--- config.mk ---
export PLATFORM = sky130hd
export DESIGN_NAME = aud_rec_top
export DESIGN_NICKNAME = d
export VERILOG_FILES = /design/src/source/mem_pkg.sv /design/src/source/aud_pkg.sv /design/src/source/aud_rec_top.sv /design/src/source/sram_writer.sv /design/src/source/rec_control.sv /design/src/source/aud_recorder.sv
export SDC_FILE = /design/constraint.sdc
export NUM_CORES = 1
export LEC_CHECK = 0
export BUFFER_PORTS_ARGS = -buffer_cell sky130_fd_sc_hd__buf_2
export CORE_MARGIN = 10
export CORE_UTILIZATION = 40
export DETAILED_ROUTE_END_ITERATION = 8
export SYNTH_ARGS = -nofsm -noshare
export SYNTH_HDL_FRONTEND = slang
export SYNTH_SLANG_ARGS = --single-unit
--- constraint.sdc ---
create_clock -name i_clk -period 2.69 [get_ports i_clk]
set_input_delay 0.1345 -clock i_clk [delete_from_list [all_inputs] [get_ports i_clk]]
set_output_delay 0.1345 -clock i_clk [all_outputs]
set_load 0.01 [all_outputs]
--- src/source/mem_pkg.sv ---
`default_nettype none

package mem_pkg;

    localparam int MEM_ADDR_W = 20;  // Word address into the external SRAM
    localparam int MEM_DATA_W = 16;  // One sample per SRAM word

    localparam int MEM_WE_CYCLES = 2;  // Write enable low time in clock cycles

endpackage

`default_nettype wire

--- src/source/aud_pkg.sv ---
`default_nettype none

package aud_pkg;

    // Codec word size, only the left channel is kept
    localparam int AUD_SAMPLE_W = 16;

    localparam int AUD_SAMPLE_RATE = 32000;  // Samples per second on the left channel

    // A full recording of 32 seconds at the default rate
    localparam int AUD_MAX_WORDS = 1024000;

    localparam int AUD_SEC_W = 6;  // Seconds display width

endpackage

`default_nettype wire
--- src/source/aud_rec_top.sv ---
`timescale 1ns/100ps
`default_nettype none

module aud_rec_top
    import aud_pkg::*, mem_pkg::*;
#(
    parameter int P_MAX_WORDS   = AUD_MAX_WORDS,
    parameter int P_SAMPLE_RATE = AUD_SAMPLE_RATE
) (
    input  logic                  i_clk,
    input  logic                  i_rst_n,
    input  logic                  i_lrc,
    input  logic                  i_data,
    input  logic                  i_key_rec,
    input  logic                  i_key_stop,
    output logic [MEM_ADDR_W-1:0] o_sram_addr,
    output logic [MEM_DATA_W-1:0] o_sram_dq,
    output logic                  o_sram_we_n,
    output logic                  o_sram_ce_n,
    output logic                  o_recording,
    output logic                  o_paused,
    output logic                  o_done,
    output logic [AUD_SEC_W-1:0]  o_seconds
);

    logic                    start_pulse, pause_pulse, stop_pulse;
    logic                    busy;
    logic                    sample_valid;
    logic [AUD_SAMPLE_W-1:0] sample_data;
    logic [MEM_ADDR_W-1:0]   sample_addr;

    assign o_recording = busy & ~o_paused;

    rec_control #(.P_SAMPLE_RATE(P_SAMPLE_RATE)) rec_control_inst (
        .i_clk          (i_clk),
        .i_rst_n        (i_rst_n),
        .i_key_rec      (i_key_rec),
        .i_key_stop     (i_key_stop),
        .i_busy         (busy),
        .i_sample_valid (sample_valid),
        .o_start        (start_pulse),
        .o_pause        (pause_pulse),
        .o_stop         (stop_pulse),
        .o_seconds      (o_seconds)
    );

    aud_recorder #(.P_MAX_WORDS(P_MAX_WORDS)) aud_recorder_inst (
        .i_clk          (i_clk),
        .i_rst_n        (i_rst_n),
        .i_lrc          (i_lrc),
        .i_data         (i_data),
        .i_start        (start_pulse),
        .i_pause        (pause_pulse),
        .i_stop         (stop_pulse),
        .o_address      (sample_addr),
        .o_data         (sample_data),
        .o_sample_valid (sample_valid),
        .o_busy         (busy),
        .o_paused       (o_paused),
        .o_done         (o_done)
    );

    sram_writer sram_writer_inst (
        .i_clk       (i_clk),
        .i_rst_n     (i_rst_n),
        .i_valid     (sample_valid),
        .i_addr      (sample_addr),
        .i_data      (sample_data),
        .o_sram_addr (o_sram_addr),
        .o_sram_dq   (o_sram_dq),
        .o_sram_we_n (o_sram_we_n),
        .o_sram_ce_n (o_sram_ce_n)
    );

endmodule

`default_nettype wire

--- src/source/sram_writer.sv ---
`timescale 1ns/100ps
`default_nettype none

module sram_writer
    import mem_pkg::*;
(
    input  logic                  i_clk,
    input  logic                  i_rst_n,
    input  logic                  i_valid,
    input  logic [MEM_ADDR_W-1:0] i_addr,
    input  logic [MEM_DATA_W-1:0] i_data,
    output logic [MEM_ADDR_W-1:0] o_sram_addr,
    output logic [MEM_DATA_W-1:0] o_sram_dq,
    output logic                  o_sram_we_n,
    output logic                  o_sram_ce_n
);

    localparam int CNT_W = $clog2(MEM_WE_CYCLES + 2);
    localparam logic [CNT_W-1:0] CNT_START = CNT_W'(MEM_WE_CYCLES + 1);  // Extra hold cycle

    logic [CNT_W-1:0]      cnt_r, cnt_w;
    logic [MEM_ADDR_W-1:0] addr_r;
    logic [MEM_DATA_W-1:0] data_r;
    logic                  we_n_r, ce_n_r;

    assign o_sram_addr = addr_r;
    assign o_sram_dq   = data_r;
    assign o_sram_we_n = we_n_r;
    assign o_sram_ce_n = ce_n_r;

    always_comb begin
        if (i_valid) begin
            cnt_w = CNT_START;
        end else if (cnt_r != '0) begin
            cnt_w = cnt_r - 1'b1;
        end else begin
            cnt_w = cnt_r;
        end
    end

    always_ff @(posedge i_clk) begin
        if (i_rst_n) begin
            cnt_r  <= '0;
            we_n_r <= 1'b1;
            ce_n_r <= 1'b1;
        end else begin
            cnt_r  <= cnt_w;
            we_n_r <= (cnt_w <= 1);  // Last count keeps the bus stable after the write edge
            ce_n_r <= (cnt_w == '0);
        end
    end

    always_ff @(posedge i_clk) begin
        if (i_valid) begin
            addr_r <= i_addr;
            data_r <= i_data;
        end
    end

    a_no_overlapping_write: assert property (@(posedge i_clk) disable iff (i_rst_n)
        i_valid |-> (cnt_r == '0));

endmodule

`default_nettype wire

--- src/source/rec_control.sv ---
`timescale 1ns/100ps
`default_nettype none

module rec_control
    import aud_pkg::*;
#(
    parameter int P_SAMPLE_RATE = AUD_SAMPLE_RATE
) (
    input  logic                 i_clk,
    input  logic                 i_rst_n,
    input  logic                 i_key_rec,
    input  logic                 i_key_stop,
    input  logic                 i_busy,
    input  logic                 i_sample_valid,
    output logic                 o_start,
    output logic                 o_pause,
    output logic                 o_stop,
    output logic [AUD_SEC_W-1:0] o_seconds
);

    localparam int CNT_W = $clog2(P_SAMPLE_RATE + 1);
    localparam logic [CNT_W-1:0] CNT_LAST = CNT_W'(P_SAMPLE_RATE - 1);

    logic                 key_rec_q, key_rec_d;
    logic                 key_stop_q, key_stop_d;
    logic                 rec_edge, stop_edge;
    logic                 start_r, pause_r, stop_r;
    logic [CNT_W-1:0]     sample_cnt_r;
    logic [AUD_SEC_W-1:0] seconds_r;
    logic                 second_done;

    assign rec_edge    = key_rec_q & ~key_rec_d;
    assign stop_edge   = key_stop_q & ~key_stop_d;
    assign second_done = i_sample_valid && (sample_cnt_r == CNT_LAST);

    assign o_start   = start_r;
    assign o_pause   = pause_r;
    assign o_stop    = stop_r;
    assign o_seconds = seconds_r;

    always_ff @(posedge i_clk) begin
        if (i_rst_n) begin
            key_rec_q  <= 1'b0;
            key_rec_d  <= 1'b0;
            key_stop_q <= 1'b0;
            key_stop_d <= 1'b0;
            start_r    <= 1'b0;
            pause_r    <= 1'b0;
            stop_r     <= 1'b0;
        end else begin
            key_rec_q  <= i_key_rec;
            key_rec_d  <= key_rec_q;
            key_stop_q <= i_key_stop;
            key_stop_d <= key_stop_q;
            stop_r     <= stop_edge;
            start_r    <= rec_edge & ~stop_edge & ~i_busy;  // Stop wins over a record press
            pause_r    <= rec_edge & ~stop_edge & i_busy;  // Same key toggles pause and resume
        end
    end

    always_ff @(posedge i_clk) begin
        if (i_rst_n) begin
            sample_cnt_r <= '0;
            seconds_r    <= '0;
        end else if (start_r) begin
            sample_cnt_r <= '0;
            seconds_r    <= '0;
        end else if (second_done) begin
            sample_cnt_r <= '0;
            seconds_r    <= seconds_r + 1'b1;
        end else if (i_sample_valid) begin
            sample_cnt_r <= sample_cnt_r + 1'b1;
        end
    end

    a_one_control_pulse: assert property (@(posedge i_clk) disable iff (i_rst_n)
        $onehot0({o_start, o_pause, o_stop}));

endmodule

`default_nettype wire

--- src/source/aud_recorder.sv ---
`timescale 1ns/100ps
`default_nettype none

module aud_recorder
    import aud_pkg::*, mem_pkg::*;
#(
    parameter int P_MAX_WORDS = AUD_MAX_WORDS
) (
    input  logic                    i_clk,
    input  logic                    i_rst_n,
    input  logic                    i_lrc,
    input  logic                    i_data,
    input  logic                    i_start,
    input  logic                    i_pause,
    input  logic                    i_stop,
    output logic [MEM_ADDR_W-1:0]   o_address,
    output logic [AUD_SAMPLE_W-1:0] o_data,
    output logic                    o_sample_valid,
    output logic                    o_busy,
    output logic                    o_paused,
    output logic                    o_done
);

    localparam logic [2:0] S_IDLE      = 3'd0;
    localparam logic [2:0] S_WAIT_HIGH = 3'd1;
    localparam logic [2:0] S_WAIT_LOW  = 3'd2;
    localparam logic [2:0] S_REC       = 3'd3;
    localparam logic [2:0] S_PAUSE     = 3'd4;
    localparam logic [2:0] S_FINISH    = 3'd5;

    logic [2:0]                         state_r, state_w;
    logic [MEM_ADDR_W-1:0]              address_r, address_w;
    logic [AUD_SAMPLE_W-1:0]            data_r, data_w;
    logic [$clog2(AUD_SAMPLE_W + 1)-1:0] count_r, count_w;
    logic                               valid_r, valid_w;
    logic                               mem_full;

    assign mem_full       = (address_r == MEM_ADDR_W'(P_MAX_WORDS));
    assign o_address      = address_r;
    assign o_data         = data_r;
    assign o_sample_valid = valid_r;
    assign o_busy         = (state_r != S_IDLE) && (state_r != S_FINISH);
    assign o_paused       = (state_r == S_PAUSE);
    assign o_done         = (state_r == S_FINISH);  // Finish lasts exactly one cycle

    always_comb begin
        state_w   = state_r;
        address_w = valid_r ? address_r + 1'b1 : address_r;  // Step after the sample is handed over
        data_w    = data_r;
        count_w   = count_r;
        valid_w   = 1'b0;
        case (state_r)
            S_IDLE: begin
                if (i_start) begin
                    state_w   = S_WAIT_HIGH;
                    address_w = '0;
                    count_w   = '0;
                end
            end
            S_WAIT_HIGH: begin
                if (i_stop || mem_full) begin
                    state_w = S_FINISH;
                end else if (i_pause) begin
                    state_w = S_PAUSE;
                end else if (i_lrc) begin
                    state_w = S_WAIT_LOW;
                end
            end
            S_WAIT_LOW: begin
                if (i_stop || mem_full) begin
                    state_w = S_FINISH;
                end else if (i_pause) begin
                    state_w = S_PAUSE;
                end else if (!i_lrc) begin
                    data_w  = {data_r[AUD_SAMPLE_W-2:0], i_data};  // MSB arrives with the falling LRC
                    count_w = 1'b1;
                    state_w = S_REC;
                end
            end
            S_REC: begin
                if (i_stop) begin
                    state_w = S_FINISH;
                end else if (i_pause) begin
                    state_w = S_PAUSE;
                end else if (count_r == AUD_SAMPLE_W) begin
                    valid_w = 1'b1;
                    count_w = '0;
                    state_w = S_WAIT_HIGH;
                end else begin
                    data_w  = {data_r[AUD_SAMPLE_W-2:0], i_data};
                    count_w = count_r + 1'b1;
                end
            end
            S_PAUSE: begin
                // A sample cut in half resumes on the bits that follow
                if (i_stop) begin
                    state_w = S_FINISH;
                end else if (i_pause) begin
                    state_w = (count_r == '0) ? S_WAIT_HIGH : S_REC;
                end
            end
            S_FINISH: begin
                state_w = S_IDLE;
            end
            default: begin
                state_w = S_IDLE;
            end
        endcase
    end

    always_ff @(posedge i_clk) begin
        if (i_rst_n) begin
            state_r   <= S_IDLE;
            address_r <= '0;
            count_r   <= '0;
            valid_r   <= 1'b0;
        end else begin
            state_r   <= state_w;
            address_r <= address_w;
            count_r   <= count_w;
            valid_r   <= valid_w;
        end
    end

    always_ff @(posedge i_clk) begin
        data_r <= data_w;
    end

    a_valid_while_recording: assert property (@(posedge i_clk) disable iff (i_rst_n)
        o_sample_valid |-> o_busy && !o_paused && (o_address < MEM_ADDR_W'(P_MAX_WORDS)));

    a_address_in_range: assert property (@(posedge i_clk) disable iff (i_rst_n)
        o_address <= MEM_ADDR_W'(P_MAX_WORDS));

endmodule

`default_nettype wire

==> results of run 1 <==
## worst max path at each step
stage | depth (start not counted) | slack, ns | endpoint | startpoint
global placement | 7 | 0.60 | aud_recorder_inst.count_r[3] | aud_recorder_inst.o_address[0]
global route | 8 | 0.43 | aud_recorder_inst.o_data[3] | aud_recorder_inst.o_address[0]
floorplan | 7 | 0.34 | aud_recorder_inst.o_data[0] | aud_recorder_inst.o_address[0]
detailed placement | 6 | 0.57 | rec_control_inst.o_seconds[5] | rec_control_inst.sample_cnt_r[0]
finish | 7 | 0.56 | aud_recorder_inst.count_r[3] | aud_recorder_inst.o_address[0]
CTS | 7 | 0.56 | aud_recorder_inst.count_r[3] | aud_recorder_inst.o_address[1]
## cells by family (layout without fill, tap and decap cells)
family                     count (synthesis)  in the layout
and+or+nand+nor                          160            160
DFF                                      113            113
AOI/OAI and AO/OA                         42             42
xor gates and xnor gates                  34             34
buffers and inverters                     24            104
adders and majority gates                  6              6
muxes                                      4              4
## routing by layer
metal | GRT usage, % | wire length [um]
met5 | 0 | 0
met4 | 4.34 | 131
met3 | 4.99 | 535
met2 | 15.8 | 3770
met1 | 13.6 | 3990
## sequential cells by signal, summed over array words and instances, names as in the netlist, 2 cells and up
signal / cells
aud_recorder_inst.o_address: 20
rec_control_inst.o_seconds: 6
aud_recorder_inst.count_r: 5
aud_recorder_inst.o_data: 16
aud_recorder_inst.state_r: 3
sram_writer_inst.cnt_r: 2
rec_control_inst.sample_cnt_r: 15
sram_writer_inst.o_sram_dq: 16
sram_writer_inst.o_sram_addr: 20
## synth_stat cells (all sizes together) (2+ instances only)
master | count | area (um2)
edfxtp | 52 | 1560
nand2 | 18 | 67.6
nand4 | 16 | 106
or3 | 2 | 12.5
ha | 6 | 75.1
dfxtp | 61 | 1220
o21ai | 6 | 30.0
nor4b | 5 | 43.8
a31o | 2 | 17.5
or2 | 5 | 31.3
nor4 | 6 | 52.6
xor2 | 20 | 175
and3 | 7 | 45.1
clkbuf | 8 | 30.0
xnor2 | 14 | 123
a211oi | 4 | 30.0
and4 | 5 | 43.8
or3b | 3 | 28.8
a311oi | 3 | 26.3
mux2i | 4 | 40.0
and2 | 3 | 18.8
nand2b | 3 | 18.8
o21a | 2 | 15.0
o211ai | 2 | 15.0
a21oi | 12 | 60.1
a31oi | 2 | 12.5
nor3 | 9 | 45.0
inv | 13 | 48.8
nor2b | 9 | 56.3
or4 | 2 | 15.0
buf | 3 | 12.5
nand3b | 2 | 15.0
nand3 | 6 | 30.0
nor3b | 2 | 15.0
nor2 | 52 | 195
## critical path, stage by stage, from the launching register on
cell	delay, ns
dfxtp_1	0.35
inv_1	0.07
ha_1	0.15
or4b_2	0.58
nor3_1	0.22
and4_1	0.28
nor2_1	0.09
a311oi_1	0.28
## area by class of cell
cell class                      instances  area, um2  area share (%)
Sequential cell                       113       2780            50.6
Multi-Input combinational cell        246       1590            28.9
Clock buffer                           17        414            7.53
Timing Repair Buffer                   59        325            5.92
Tap cell                              140        175            3.19
Clock inverter                         15        160            2.91
Inverter                               13       48.8           0.888
## through the flow
step,hold slack (ns),cells,instance area [um2],utilization (%)
final,0.0426,603,5500,50.5
after global routing,0.0394,603,5500,50.5
after CTS,0.0199,603,5500,50.5
after detailed placement,0.321,566,4870,44.8
after global placement,0.314,566,4870,44.8
after floorplan,0.233,383,4470,-
## power by group through the flow
stage,Combinational [mW],Sequential [mW],Clock [mW]
2_1_floorplan,0.182,1.88,0
3_3_place_gp,0.208,1.91,0
3_5_place_dp,0.215,1.91,0
4_1_cts,0.221,1.87,2.18
5_1_grt,0.246,1.88,2.27
6_report,0.221,1.87,2.14
==> metrics.txt, run 1 <==
Worst EP arrival=2.54 ns; clk slew on worst S/H paths=0.06 ns; Synth Area in Compound Gates=6.34%; worst hold path depth=2; WHS Endpoint=aud_recorder_inst.count_r[1]; xor/xnor share of the synthesized area=6.68%; Logic pwr share=5.2%; Starting Density=41.0%; layout cell share with drive strength beyond 1=22.2%; Post-Synth Adder-Cell Area=1.68%; gpl congestion=0.813; Power Total=4.24 mW; post-route DRC violation count=0; largest net degree at the start of global routing=46; WP data required=3.11 ns; synth warn=0; maxcap violations=0; peak supply drop=0.437 mV; Clock Latency Late Sink=0.52 ns; hold crit path type=input pin to flip-flop; Hold Fails Final Rpt=0; Total GRT Usage=10.8%; Hold Path Origin=i_rst_n; root buf cell=clkbuf_8; Mapped Nets=395; EDFF count, synth=52; Pwr per Cell Area=770 nW/um2; pre-CTS setup slack=0.568 ns; setup slack after layout=0.564 ns; Initial DRT Pass Iterations=4; status=finished clean; DRT iter0 DRCs=174; Synth async-reset ratio=0%; Slew Viols, Final=0; clock share of power=50.6%; Slew HR=61.0%; Via density=4.95; sequential cell area fraction in the yosys report=62.4%; R2R Setup Slk=0.56 ns; htree depth=4; Seq pwr share=44.2%; worst-path maximum fanout=6; ys flop type=dfxtp_1; final setup TNS=0 ns; vias in the first global route=2858; Mapped Cells=383; die width=126 um; Net Sw Power=0.998 mW; cts repair resizes=0; Core ar.=10900 um2; LEAKAGE=2.01 nW; fillers=984; Final setup viols=0; vias post-DR=2986; largest family of logic cells by synthesized area=simple AND/OR/NAND/NOR gates; initial antenna violation count=0; fin crit share=79.0%; Worst R2R Path Depth=7; FF-to-FF End=aud_recorder_inst.count_r[3]; P&R area growth vs syn=23.3%; IO Port Bufs=52; switch share=23.6%; startpoint types=flip-flop; ANT nets after route=0; synthesized area=4460 um2; clk sinks=113; max frequency=470 MHz; Cell variety after synth=54; cts hold-fix bufs=5; Remaining Overflow, GRT=0; fin crit period=2.13 ns; first-pass GRT wire length=14100 um; multiplexer share of the synthesized area=0.898%; setup bufs post-CTS=0; most frequent cells in the layout=dfxtp_1 (60), nor2_1 (52), edfxtp_1 (52), buf_2 (52), xor2_1 (20); n_diodes=0; Crit. End Element=flip-flop; Cell Rows=38; simple-gate share of the synthesized area=19.9%; nets=462; Num CTS Buffers=17; DP HPWL=5710 um; Routed wire per std cell=14.0 um; Clock Skew=0.0114 ns; Ports=53; Die Height=126 um; WS Path Type=flip-flop to flip-flop; RSZ-0062 raised after global routing=false; flops & latches, synth=113; Routed WL=8420 um; Post-Syn Area per Cell=11.6 um2; worst-margin pin slew=0.580 ns; worst r2r src=aud_recorder_inst.o_address[0]; clock tree buffer depth=2; Die Area=15800 um2; total internal power=3.24 mW; TritonCTS clock tree=done; commonest non-fill, non-tap cell in the layout=dfxtp_1
(Power assumes the default switching activity.)
==> run 2: changes to the inputs <==
- clock period: 2.69 -> 2.05 ns (I/O delays scaled with it)
==> run 2 against run 1 <==
Net effect: clock skew shrank 0.00076 ns; setup slack worse by 0.43 ns; global-route usage grew 0.60 points; via count increased by 3.0%; flip-flop and latch count unchanged; count of clock-buffer cells in the layout is the same; clock power increased by 30%; register-to-register slack got worse by 0.43 ns; sequential power up 30%; final cell count up 2.8%; critical path type unchanged; largest power group unchanged.
==> metrics.txt, run 2 (same netlist as run 1, synthesis figures left out) <==
status=finished clean; post-route DRC violation count=0; max frequency=521 MHz; layout cell share with drive strength beyond 1=27.1%; largest net degree at the start of global routing=22; P&R area growth vs syn=27.7%; IO Port Bufs=52; clk sinks=113; design area=5700 um2; met3 Usage GRT=5.32%; final setup TNS=0 ns; worst hold path depth=5; Final Util=52.3%; hold crit path type=input pin to flip-flop; max incr delay on CP=0.63 ns; startpoint types=flip-flop; Slew Viols, Final=0; Slew HR=69.1%; WHS Endpoint=aud_recorder_inst.state_r[0]; worst-path maximum fanout=6; root buf cell=clkbuf_8; most frequent cells in the layout=dfxtp_1 (58), nor2_1 (52), edfxtp_1 (52), buf_2 (52), xor2_1 (20); initial antenna violation count=0; gpl congestion=0.844; non-filler cells, final=620; Pwr per Cell Area=981 nW/um2; RSZ-0062 raised after global routing=false; R2R Setup Slk=0.13 ns; Ports=53; Most Crowded Layer GR=met2; Die Height=126 um; htree depth=4; fin crit share=93.6%; vias post-DR=3077; clk slew on worst S/H paths=0.06 ns; Routed WL=8720 um; die width=126 um; Crit. End Element=flip-flop; DRT iter0 DRCs=163; Routed wire per std cell=14.1 um; Core ar.=10900 um2; CP cell instances=nand4_1, or4_1, or3_1, a21oi_1; vias in the first global route=3025; met1 usage=14.9%; Hold Path Origin=i_lrc; Worst R2R Path Depth=4; Num CTS Buffers=17; Final setup viols=0; dpl cells=581; Die Area=15800 um2; Clock Latency Late Sink=0.51 ns; peak supply drop=0.584 mV; WS Path Type=flip-flop to flip-flop; FF-to-FF End=aud_recorder_inst.o_address[11]; maxcap violations=0; n_diodes=0; worst-margin pin slew=0.463 ns; clock tree buffer depth=2; first-pass GRT wire length=14800 um; ANT nets after route=0; Initial DRT Pass Iterations=4; TritonCTS clock tree=done; Cell Rows=38; Power Total=5.59 mW; worst r2r src=aud_recorder_inst.o_address[3]; Post-DP Area=5030 um2; LEAKAGE=2.12 nW; Via density=4.96; commonest non-fill, non-tap cell in the layout=dfxtp_1; Worst EP arrival=2.36 ns; Hold Fails Final Rpt=0; Remaining Overflow, GRT=0; fin crit period=1.92 ns; DP HPWL=5960 um; Total GRT Usage=11.4%; Clock Skew=0.0107 ns; Starting Density=41.0%; WP data required=2.49 ns; Slowest-stage cell, CP=or4_1; M2 GR Usage=15.7%; nets=479
==> run 2: how the worst max path moves through the flow <==
stage / start / end / slack (ns) / cells past startpoint
floorplan: aud_recorder_inst.o_address[0] / aud_recorder_inst.o_data[0] / 0.004 / 7
global placement: aud_recorder_inst.o_address[0] / aud_recorder_inst.count_r[3] / 0.08 / 7
detailed placement: aud_recorder_inst.o_address[0] / aud_recorder_inst.count_r[4] / 0.05 / 7
CTS: aud_recorder_inst.o_address[0] / aud_recorder_inst.count_r[4] / 0.03 / 7
global route: rec_control_inst.sample_cnt_r[0] / rec_control_inst.o_seconds[5] / 0.001 / 6
finish: aud_recorder_inst.o_address[3] / aud_recorder_inst.o_address[11] / 0.13 / 4
==> run 2: metrics by stage <==
step / setup WS, ns / hold slack [ns]
after global placement: 0.0830 / 0.282
after detailed placement: 0.0464 / 0.282
after CTS: 0.0330 / 0.151
after global routing: 0.00143 / 0.228
final: 0.132 / 0.187
after floorplan: 0.00406 / 0.201
==> run 2: timing repair <==
| item | CTS | global route |
|---|---|---|
| buffers inserted | 0 | 1 |
| hold endpoints to repair | 6 | 0 |
| hold buffers | 6 | 0 |
| gates resized for setup | 0 | 6 |
| setup endpoints to repair | 0 | 19 |
==> run 2: layer usage <==
layer / vias to the layer above / wire, um / share of wire (%)
li1: 1560 / - / -
met1: 1439 / 4340 / 50
met2: 74 / 3710 / 43
met3: 4 / 584 / 6.7
met4: 0 / 85 / 0.97
met5: - / 0 / 0
==> run 2: worst max-delay path, delay by kind of cell, from the launching register on <==
| family | cells | cell delay, ns |
|---|---|---|
| AND/OR/NAND/NOR | 3 | 1.22 |
| AO/OA/AOI/OAI | 1 | 0.13 |
| flip-flops | 1 | 0.50 |
==> run 2: cell type report <==
type	instances	area, um2
clock inverters	15	160
inverters	13	48.8
flip-flops and latches	113	2790
well taps	140	175
fillers	963	5190
repair buffers	76	468
multi-input cells	246	1640
clock buffers	17	414
==> run 2: power by group <==
| part | total, mW | switching, mW | internal, mW |
|---|---|---|---|
| Clock | 2.79 | 1.05 | 1.74 |
| Combinational | 0.371 | 0.212 | 0.160 |
| Sequential | 2.43 | 0.0348 | 2.39 |
| Total | 5.59 | 1.30 | 4.29 |
